## src/mem_qos_pkg.sv

```systemverilog
`default_nettype none

package mem_qos_pkg;

    // ------------------------------------------------------------
    // Basic bus widths
    // ------------------------------------------------------------

    typedef logic [31:0] word_t;
    typedef logic [31:0] addr_t;
    typedef logic [3:0]  strb_t;

    // Counter word shared by all monitor outputs
    typedef logic [31:0] count_t;

    // ------------------------------------------------------------
    // Request and response bundles
    // ------------------------------------------------------------

    // 69 bits on the merged channel
    typedef struct packed {
        addr_t addr;
        logic  write;
        strb_t strb;
        word_t wdata;
    } mem_req_t;

    // 33 bits, read data plus bus error
    typedef struct packed {
        word_t rdata;
        logic  error;
    } mem_rsp_t;

    // Stream that issued a request
    typedef enum logic {
        SRC_INSTR = 1'b0,
        SRC_DATA  = 1'b1
    } src_t;

    // ------------------------------------------------------------
    // QoS encodings
    // ------------------------------------------------------------

    typedef logic [2:0]  qos_level_t;
    typedef logic [3:0]  qos_weight_t;
    typedef logic [15:0] qos_latency_t;
    typedef logic [3:0]  core_id_t;

    // Levels, higher value wins arbitration
    localparam qos_level_t QOS_LEVEL_MEDIUM      = 3'd2;
    localparam qos_level_t QOS_LEVEL_MEDIUM_HIGH = 3'd3;
    localparam qos_level_t QOS_LEVEL_HIGH        = 3'd5;
    localparam qos_level_t QOS_LEVEL_CRITICAL    = 3'd7;

    // Bandwidth weights seen by the downstream arbiter
    localparam qos_weight_t QOS_WEIGHT_MEDIUM      = 4'd4;
    localparam qos_weight_t QOS_WEIGHT_MEDIUM_HIGH = 4'd6;
    localparam qos_weight_t QOS_WEIGHT_HIGH        = 4'd8;
    localparam qos_weight_t QOS_WEIGHT_CRITICAL    = 4'd15;

    // Latency bounds in cycles
    localparam qos_latency_t QOS_LAT_INSTR_NORMAL   = 16'd25;
    localparam qos_latency_t QOS_LAT_INSTR_CRITICAL = 16'd5;
    localparam qos_latency_t QOS_LAT_DATA_CRITICAL  = 16'd10;
    localparam qos_latency_t QOS_LAT_LOAD           = 16'd50;
    localparam qos_latency_t QOS_LAT_STORE          = 16'd100;

    // Sideband travelling with every forwarded request
    typedef struct packed {
        qos_level_t   level;
        logic         urgent;
        qos_weight_t  weight;
        qos_latency_t max_latency;
        core_id_t     core_id;
        logic         preemptable;
    } qos_config_t;

endpackage

`default_nettype wire
```

## src/core_mem_port.sv

```systemverilog
`timescale 1ns/100ps
`default_nettype none

module core_mem_port
    import mem_qos_pkg::*;
#(
    parameter int unsigned CORE_ID           = 0,
    parameter int unsigned OUTSTANDING_DEPTH = 4
) (
    input  logic        clk_i,
    input  logic        rst_ni,

    // Instruction side
    input  logic        ireq_valid_i,
    input  mem_req_t    ireq_i,
    output logic        ireq_ready_o,
    output logic        irsp_valid_o,
    output mem_rsp_t    irsp_o,
    input  logic        irsp_ready_i,

    // Data side
    input  logic        dreq_valid_i,
    input  mem_req_t    dreq_i,
    output logic        dreq_ready_o,
    output logic        drsp_valid_o,
    output mem_rsp_t    drsp_o,
    input  logic        drsp_ready_i,

    // Merged memory side
    output logic        mem_req_valid_o,
    output mem_req_t    mem_req_o,
    output qos_config_t mem_qos_o,
    input  logic        mem_req_ready_i,
    input  logic        mem_rsp_valid_i,
    input  mem_rsp_t    mem_rsp_i,
    output logic        mem_rsp_ready_o,

    // Control
    input  logic        qos_enable_i,
    input  logic        exception_pending_i,
    input  qos_config_t core_qos_i,

    // Counters
    output count_t      qos_violations_o,
    output count_t      instr_grants_o,
    output count_t      data_grants_o
);

    qos_config_t instr_qos;
    qos_config_t data_qos;
    src_t        grant_src;
    logic        req_fire;
    logic        tracker_full;

    // ------------------------------------------------------------
    // Request path
    // ------------------------------------------------------------

    // Write flag picks the store or load config
    qos_policy #(
        .CORE_ID (CORE_ID)
    ) u_qos_policy (
        .exception_pending_i (exception_pending_i),
        .data_is_store_i     (dreq_i.write),
        .instr_qos_o         (instr_qos),
        .data_qos_o          (data_qos)
    );

    port_arbiter u_port_arbiter (
        .qos_enable_i    (qos_enable_i),
        .ireq_valid_i    (ireq_valid_i),
        .ireq_i          (ireq_i),
        .ireq_ready_o    (ireq_ready_o),
        .dreq_valid_i    (dreq_valid_i),
        .dreq_i          (dreq_i),
        .dreq_ready_o    (dreq_ready_o),
        .instr_qos_i     (instr_qos),
        .data_qos_i      (data_qos),
        .core_qos_i      (core_qos_i),
        .mem_req_valid_o (mem_req_valid_o),
        .mem_req_o       (mem_req_o),
        .mem_qos_o       (mem_qos_o),
        .mem_req_ready_i (mem_req_ready_i),
        .tracker_full_i  (tracker_full),
        .grant_src_o     (grant_src),
        .req_fire_o      (req_fire)
    );

    // ------------------------------------------------------------
    // Response path and monitoring
    // ------------------------------------------------------------

    rsp_router #(
        .OUTSTANDING_DEPTH (OUTSTANDING_DEPTH)
    ) u_rsp_router (
        .clk_i           (clk_i),
        .rst_ni          (rst_ni),
        .req_fire_i      (req_fire),
        .grant_src_i     (grant_src),
        .tracker_full_o  (tracker_full),
        .mem_rsp_valid_i (mem_rsp_valid_i),
        .mem_rsp_i       (mem_rsp_i),
        .mem_rsp_ready_o (mem_rsp_ready_o),
        .irsp_valid_o    (irsp_valid_o),
        .irsp_o          (irsp_o),
        .irsp_ready_i    (irsp_ready_i),
        .drsp_valid_o    (drsp_valid_o),
        .drsp_o          (drsp_o),
        .drsp_ready_i    (drsp_ready_i)
    );

    qos_monitor u_qos_monitor (
        .clk_i            (clk_i),
        .rst_ni           (rst_ni),
        .qos_enable_i     (qos_enable_i),
        .mem_req_valid_i  (mem_req_valid_o),
        .mem_req_ready_i  (mem_req_ready_i),
        .grant_src_i      (grant_src),
        .req_fire_i       (req_fire),
        .qos_violations_o (qos_violations_o),
        .instr_grants_o   (instr_grants_o),
        .data_grants_o    (data_grants_o)
    );

endmodule

`default_nettype wire

```

## src/qos_monitor.sv

```systemverilog
`timescale 1ns/100ps
`default_nettype none

module qos_monitor
    import mem_qos_pkg::*;
(
    input  logic   clk_i,
    input  logic   rst_ni,
    input  logic   qos_enable_i,
    input  logic   mem_req_valid_i,
    input  logic   mem_req_ready_i,
    input  src_t   grant_src_i,
    input  logic   req_fire_i,
    output count_t qos_violations_o,
    output count_t instr_grants_o,
    output count_t data_grants_o
);

    // Increment that sticks at all ones
    function automatic count_t sat_inc(input count_t value);
        return (value == '1) ? value : value + count_t'(1);
    endfunction

    logic stall_cycle;

    // Request waiting on a busy memory while QoS is on
    assign stall_cycle = qos_enable_i && mem_req_valid_i && !mem_req_ready_i;

    always_ff @(posedge clk_i or negedge rst_ni) begin
        if (!rst_ni) begin
            qos_violations_o <= '0;
            instr_grants_o   <= '0;
            data_grants_o    <= '0;
        end else begin
            if (stall_cycle) begin
                qos_violations_o <= sat_inc(qos_violations_o);
            end
            // Grants counted per accepted request
            if (req_fire_i && (grant_src_i == SRC_INSTR)) begin
                instr_grants_o <= sat_inc(instr_grants_o);
            end
            if (req_fire_i && (grant_src_i == SRC_DATA)) begin
                data_grants_o <= sat_inc(data_grants_o);
            end
        end
    end

endmodule

`default_nettype wire

```

## src/rsp_router.sv

```systemverilog
`timescale 1ns/100ps
`default_nettype none

module rsp_router
    import mem_qos_pkg::*;
#(
    // Power of two, at least 2
    parameter int unsigned OUTSTANDING_DEPTH = 4
) (
    input  logic     clk_i,
    input  logic     rst_ni,

    // Accepted request from the arbiter
    input  logic     req_fire_i,
    input  src_t     grant_src_i,
    output logic     tracker_full_o,

    // Memory response channel
    input  logic     mem_rsp_valid_i,
    input  mem_rsp_t mem_rsp_i,
    output logic     mem_rsp_ready_o,

    // Routed responses
    output logic     irsp_valid_o,
    output mem_rsp_t irsp_o,
    input  logic     irsp_ready_i,
    output logic     drsp_valid_o,
    output mem_rsp_t drsp_o,
    input  logic     drsp_ready_i
);

    localparam int unsigned PTR_W = $clog2(OUTSTANDING_DEPTH);
    localparam int unsigned CNT_W = $clog2(OUTSTANDING_DEPTH + 1);

    // Source of each outstanding request, oldest at rd_ptr_q
    src_t             src_q [OUTSTANDING_DEPTH];
    logic [PTR_W-1:0] wr_ptr_q;
    logic [PTR_W-1:0] rd_ptr_q;
    logic [CNT_W-1:0] count_q;

    logic tracker_empty;
    src_t head_src;
    logic rsp_fire;

    // ------------------------------------------------------------
    // Response steering
    // ------------------------------------------------------------

    assign tracker_empty  = (count_q == '0);
    assign tracker_full_o = (count_q == CNT_W'(OUTSTANDING_DEPTH));
    assign head_src       = src_q[rd_ptr_q];

    // Only the head owner sees valid
    assign irsp_valid_o = mem_rsp_valid_i && !tracker_empty && (head_src == SRC_INSTR);
    assign drsp_valid_o = mem_rsp_valid_i && !tracker_empty && (head_src == SRC_DATA);

    // Payload fans out, valid qualifies it
    assign irsp_o = mem_rsp_i;
    assign drsp_o = mem_rsp_i;

    always_comb begin
        if (tracker_empty) begin
            // Nothing expected back
            mem_rsp_ready_o = 1'b0;
        end else if (head_src == SRC_INSTR) begin
            mem_rsp_ready_o = irsp_ready_i;
        end else begin
            mem_rsp_ready_o = drsp_ready_i;
        end
    end

    assign rsp_fire = mem_rsp_valid_i && mem_rsp_ready_o;

    // ------------------------------------------------------------
    // Tracker update
    // ------------------------------------------------------------

    always_ff @(posedge clk_i) begin
        if (req_fire_i) begin
            src_q[wr_ptr_q] <= grant_src_i;
        end
    end

    always_ff @(posedge clk_i or negedge rst_ni) begin
        if (!rst_ni) begin
            wr_ptr_q <= '0;
            rd_ptr_q <= '0;
            count_q  <= '0;
        end else begin
            // Pointers wrap on their own with a power-of-two depth
            if (req_fire_i) begin
                wr_ptr_q <= wr_ptr_q + 1'b1;
            end
            if (rsp_fire) begin
                rd_ptr_q <= rd_ptr_q + 1'b1;
            end
            count_q <= count_q + CNT_W'(req_fire_i) - CNT_W'(rsp_fire);
        end
    end

endmodule

`default_nettype wire

```

## src/port_arbiter.sv

```systemverilog
`timescale 1ns/100ps
`default_nettype none

module port_arbiter
    import mem_qos_pkg::*;
(
    input  logic        qos_enable_i,

    // Instruction request stream
    input  logic        ireq_valid_i,
    input  mem_req_t    ireq_i,
    output logic        ireq_ready_o,

    // Data request stream
    input  logic        dreq_valid_i,
    input  mem_req_t    dreq_i,
    output logic        dreq_ready_o,

    // Per-stream configs from the policy block
    input  qos_config_t instr_qos_i,
    input  qos_config_t data_qos_i,
    input  qos_config_t core_qos_i,

    // Merged request channel
    output logic        mem_req_valid_o,
    output mem_req_t    mem_req_o,
    output qos_config_t mem_qos_o,
    input  logic        mem_req_ready_i,

    // Router and monitor side
    input  logic        tracker_full_i,
    output src_t        grant_src_o,
    output logic        req_fire_o
);

    logic instr_beats_data;
    logic instr_wins;
    logic any_valid;
    logic can_issue;

    // ------------------------------------------------------------
    // Winner selection
    // ------------------------------------------------------------

    // QoS compare, only meaningful when both streams are valid
    always_comb begin
        if (instr_qos_i.level > data_qos_i.level) begin
            instr_beats_data = 1'b1;
        end else if (instr_qos_i.level == data_qos_i.level) begin
            // Equal level, urgency breaks the tie
            instr_beats_data = instr_qos_i.urgent && !data_qos_i.urgent;
        end else begin
            instr_beats_data = 1'b0;
        end
    end

    always_comb begin
        if (ireq_valid_i && dreq_valid_i) begin
            // Fixed instruction priority when QoS is off
            instr_wins = qos_enable_i ? instr_beats_data : 1'b1;
        end else begin
            instr_wins = ireq_valid_i;
        end
    end

    assign any_valid   = ireq_valid_i || dreq_valid_i;
    assign grant_src_o = instr_wins ? SRC_INSTR : SRC_DATA;

    // No new request without a free tracker slot
    assign can_issue = any_valid && !tracker_full_i;

    // ------------------------------------------------------------
    // Merged channel and per-port readies
    // ------------------------------------------------------------

    assign mem_req_valid_o = can_issue;
    assign mem_req_o       = instr_wins ? ireq_i : dreq_i;

    always_comb begin
        if (!qos_enable_i) begin
            mem_qos_o = core_qos_i;
        end else if (instr_wins) begin
            mem_qos_o = instr_qos_i;
        end else begin
            mem_qos_o = data_qos_i;
        end
    end

    // Loser sees ready low, winner follows memory ready
    assign ireq_ready_o = can_issue && instr_wins && mem_req_ready_i;
    assign dreq_ready_o = can_issue && !instr_wins && mem_req_ready_i;

    assign req_fire_o = can_issue && mem_req_ready_i;

endmodule

`default_nettype wire

```

## src/qos_policy.sv

```systemverilog
`timescale 1ns/100ps
`default_nettype none

module qos_policy
    import mem_qos_pkg::*;
#(
    parameter int unsigned CORE_ID = 0
) (
    input  logic        exception_pending_i,
    input  logic        data_is_store_i,
    output qos_config_t instr_qos_o,
    output qos_config_t data_qos_o
);

    // Core id field is only 4 bits wide
    localparam core_id_t CORE_ID_FIELD = core_id_t'(CORE_ID);

    // ------------------------------------------------------------
    // Instruction fetch policy
    // ------------------------------------------------------------

    always_comb begin
        instr_qos_o.core_id = CORE_ID_FIELD;
        if (exception_pending_i) begin
            // Handler fetch must not be held off
            instr_qos_o.level       = QOS_LEVEL_CRITICAL;
            instr_qos_o.weight      = QOS_WEIGHT_CRITICAL;
            instr_qos_o.max_latency = QOS_LAT_INSTR_CRITICAL;
            instr_qos_o.urgent      = 1'b1;
            instr_qos_o.preemptable = 1'b0;
        end else begin
            instr_qos_o.level       = QOS_LEVEL_HIGH;
            instr_qos_o.weight      = QOS_WEIGHT_HIGH;
            instr_qos_o.max_latency = QOS_LAT_INSTR_NORMAL;
            instr_qos_o.urgent      = 1'b0;
            instr_qos_o.preemptable = 1'b1;
        end
    end

    // ------------------------------------------------------------
    // Data access policy
    // ------------------------------------------------------------

    always_comb begin
        data_qos_o.core_id = CORE_ID_FIELD;
        if (exception_pending_i) begin
            // Faulting access gets top level, beats instruction on urgency tie
            data_qos_o.level       = QOS_LEVEL_CRITICAL;
            data_qos_o.weight      = QOS_WEIGHT_CRITICAL;
            data_qos_o.max_latency = QOS_LAT_DATA_CRITICAL;
            data_qos_o.urgent      = 1'b1;
            data_qos_o.preemptable = 1'b0;
        end else if (data_is_store_i) begin
            // Stores can drain late
            data_qos_o.level       = QOS_LEVEL_MEDIUM;
            data_qos_o.weight      = QOS_WEIGHT_MEDIUM;
            data_qos_o.max_latency = QOS_LAT_STORE;
            data_qos_o.urgent      = 1'b0;
            data_qos_o.preemptable = 1'b1;
        end else begin
            // Loads stall the pipeline, so a bit higher
            data_qos_o.level       = QOS_LEVEL_MEDIUM_HIGH;
            data_qos_o.weight      = QOS_WEIGHT_MEDIUM_HIGH;
            data_qos_o.max_latency = QOS_LAT_LOAD;
            data_qos_o.urgent      = 1'b0;
            data_qos_o.preemptable = 1'b1;
        end
    end

endmodule

`default_nettype wire

```

## config.mk

```make
export PLATFORM = sky130hd
export DESIGN_NAME = core_mem_port
export DESIGN_NICKNAME = d
export VERILOG_FILES = /design/src/mem_qos_pkg.sv /design/src/core_mem_port.sv /design/src/qos_monitor.sv /design/src/rsp_router.sv /design/src/port_arbiter.sv /design/src/qos_policy.sv
export SDC_FILE = /design/constraint.sdc
export NUM_CORES = 1
export LEC_CHECK = 0
export BUFFER_PORTS_ARGS = -buffer_cell sky130_fd_sc_hd__buf_2
export CAP_MARGIN = 20
export CORE_AREA = 2 2 186 188
export DETAILED_ROUTE_END_ITERATION = 10
export DIE_AREA = 0 0 188 190
export PLACE_DENSITY = 0.55
export SYNTH_ARGS = -nofsm -noshare
export SYNTH_HDL_FRONTEND = slang
export SYNTH_SLANG_ARGS = --single-unit
```

## constraint.sdc

```tcl
create_clock -name clk_i -period 3 [get_ports clk_i]
set_input_delay 0 -clock clk_i [delete_from_list [all_inputs] [get_ports clk_i]]
set_output_delay 0 -clock clk_i [all_outputs]
set_load 0.05 [all_outputs]
```

==> results.md <==
* Core box area at 33900 um2
* Routed WL per cell at approximately 19 um
* Synth area leader: dfrtp_1
* Worst path required time at 3.25 ns
* Syn_nets at approximately 1100
* Post-route insts no fill at around 1600
* Initial antenna violation count at 12
* WS Path Type: flip-flop to flip-flop
* Latest clock arrival within the worst-skew pair at around 0.36 ns
* Synth Area in Adders at 0.0244
* CTS Hold Bufs at 1
* Clock power share at 0.230
* Worst path arrival time at between 2 and 3 ns
* Met3 usage at 0.0814
* Rel. slew slack at 0.455
* Outcome: completed
* Grt met1 use at 0.221
* FP Rows at 68
* Worst-path clk slew at approximately 0.080 ns
* Die area at ~36000 um2
* Area share of the largest cell type after synthesis at 0.369
* Critical Path Fanout Max at 3
* Compound-Gate Fraction of Synth Area at 0.0206
* Main combinational cell family by area after synthesis: simple AND/OR/NAND/NOR gates
* H-tree depth at 3
* DRC Markers at 0
* CTS tree: built
* Post-route antenna net violation count at 0
* Global-route wire length before repair at roughly 44 mm
* TritonRoute pass-1 iters at 5
* Commonest cells in the synthesized netlist: nand2_1, dfrtp_1, buf_4
* Setup crit end kind: flip-flop
* Post-DR vias/cell at ~4.4
* TritonCTS Sinks at 107
* Layout area overhead at 32.3%
* Longest Clk Path Bufs at 2
* GRT overflow at 0
* Asr flop ratio synth at 0.963
* Fillers at between 3000 and 4000
* Number of global-route vias before repair at 6500
* Top cells by area, synth: dfrtp_1, nand2_1, xnor2_1
* Synth Flop Type: dfrtp_1
* PortBufs at 376
* Leakage power at approximately 5 nW
* Chip Height at ~190 um
* Most common cell in the synthesized netlist: nand2_1
* Post-cts gate resize count at 0
* Synthesis-stage register bit count at around 110
* Total clock buffers created by CTS at 9
* XOR/XNOR Fraction of Synth Area at 0.120
* Post-route clock period utilization at 0.850
* Mapped Area at ~7000 um2
* Post-Synth Simple-Gate Area at 0.330
* RSZ-0062 raised after global routing: false
* Largest net degree at the start of global routing at 78
* Reg power frac at 0.365
* Initial Util at 0.206
* Endpoints failing setup at 0
* Mux share of post-synthesis cell area at 0.0192
* PwrDens at 544 nW/um2
* Max_cap viols at 0
* Die W at approximately 190 um
* Multi-input gate area at approximately 3600 um2
* CTS root buf: clkbuf_16
* DP HPWL at 26.2 mm
* Clock skew at roughly 0.019 ns
* Total negative slack at 0 ns
* Min cycle time layout at between 2 and 3 ns
* Internal power at 2.75 mW
* Reg area at 2700 um2
* Postcts setup bufs at 0
* Comb power frac at 0.405
* Max Slew Vio Count at 0
* Fraction of layout cells with a size suffix above 1 at 0.367
* Max Freq at 392 MHz
* Layout Nets at 1380
* Tot Pwr at approximately 5 mW
* Cell variety after synth at between 40 and 50
* Post-synth EDFFs at 4
* Switching Power at around 2.3 mW
* Critical Path Start Type: flip-flop
* Global Route met2 Usage at 0.244
* Switch share at 0.453
* Peak VDD IR at ~0.28 mV
* GR peak layer: met2
* Gpl congestion at between 0.8 and 0.9
* Via count at a little over 7000
* Yosys warns at 0
* IO Pins at ~480
* Total GRT Usage at 0.167
* Register area share after synthesis at 0.386
* Hold crit path type: input port to output pin
* Count of final hold-check violations at 0
* Synth Instances at about 850
* Syn_area_per_cell at 8.23 um2
* Worst slew pin tran at around 0.82 ns
* Placed Cells at between 1500 and 2000
* Total Wirelength at between 30 and 40 mm
* Starting DRT DRC Count at ~420
==> metal layers <==
layer | up-vias | share of wire
met4 | 12 | 0.015
met3 | 30 | 0.12
met2 | 374 | 0.44
met5 | - | 0.0026
met1 | 3311 | 0.42
li1 | 3369 | -
==> cells by family (layout without fill, tap and decap cells) <==
group	after synthesis	in the layout
flip-flops	107	107
multiplexers	11	11
AO/OA/AOI/OAI	24	24
buffers and inverters	117	429
adder cells (fa/ha/maj)	13	13
XOR/XNOR	96	96
AND/OR/NAND/NOR	481	481
other	0	2
==> state kept, by name, summed over array words and instances (netlist names) <==
| register | cells |
|---|---|
| u_qos_monitor.data_grants_o | 32 |
| u_qos_monitor.instr_grants_o | 32 |
| u_qos_monitor.qos_violations_o | 32 |
| u_rsp_router.count_q | 3 |
| u_rsp_router.rd_ptr_q | 2 |
| u_rsp_router.src_q | 4 |
| u_rsp_router.wr_ptr_q | 2 |
==> critical path: stages, from the launching register on <==
cell and delay (ns):
dfrtp_1 0.40, mux4_2 0.54, mux2i_1 0.15, nor2_1 0.21, ha_1 0.27, inv_1 0.06
ha_1 0.12, inv_1 0.05, fa_1 0.37, xnor2_1 0.14, xnor2_1 0.12
==> power groups by stage <==
stage | Sequential, mW | Combinational, mW | Clock (mW)
after floorplan | 2.21 | 1.26 | 0
after global placement | 1.85 | 2.03 | 0
after detailed placement | 1.87 | 2.05 | 0
after CTS | 1.84 | 2.05 | 1.20
after global routing | 1.87 | 2.18 | 1.26
final | 1.84 | 2.03 | 1.16
==> placed cells by master, fill, tap and decap left out, types with 2 or more instances in the layout <==
cell type    n
edfxtp_1     4
nor4_1      11
xnor2_1     64
a31oi_1      2
nor3b_1      2
nand2b_1     4
nor3_2       6
dfrtp_1    103
nor4_2       2
ha_1        12
nor3_1      21
buf_12       2
or4_1        2
buf_4       11
inv_6        2
diode_2      2
nor2_1      38
xor2_1      32
nand2_1    251
inv_1       24
nand4b_1     2
and2_1       8
nand3_1     48
mux2_2       9
and3_1      15
clkbuf_16    9
a211oi_1     2
buf_2      375
a21oi_1      5
nor2b_1     15
nand4_1     40
and4_1      10
o21ai_0     10
==> per-stage QoR <==
stage / worst slack (ns) / area, um2 / hold slack, ns / utilization
6_report: 0.450 / 9240 / 0.0000377 / 0.272
5_1_grt: 0.294 / 9240 / 0.000121 / 0.272
4_1_cts: 0.438 / 9230 / 0.000526 / 0.272
3_5_place_dp: 0.432 / 8950 / 0.000526 / 0.264
3_3_place_gp: 0.443 / 8950 / 0.000526 / 0.264
2_1_floorplan: 0.558 / 6990 / -0.296 / -
==> cell type report <==
class                      instances  area share
antenna                            2    0.000541
inverter                          25      0.0102
clock inverter                     5     0.00487
tap                              455      0.0616
multi-input combinational        625       0.389
timing repair buffer             389       0.217
clock buffer                      10      0.0248
sequential                       107       0.292
==> path summary, 6_finish.rpt <==
check / slack (ns) / endpoint / from / depth (start not counted)
max: 0.45 / u_rsp_router.count_q[2] / u_rsp_router.rd_ptr_q[0] / 10
min: 0.00004 / irsp_o[1] / mem_rsp_i[1] / 0
max reg2reg: 0.45 / u_rsp_router.count_q[2] / u_rsp_router.rd_ptr_q[0] / 10
min reg2reg: 0.49 / u_qos_monitor.qos_violations_o[29] / u_qos_monitor.qos_violations_o[29] / 1
max in group asynchronous: 2.06 / u_qos_monitor.data_grants_o[21] / rst_ni / 3
min in group asynchronous: 0.22 / u_qos_monitor.qos_violations_o[1] / rst_ni / 2
(Power assumes the default switching activity.)
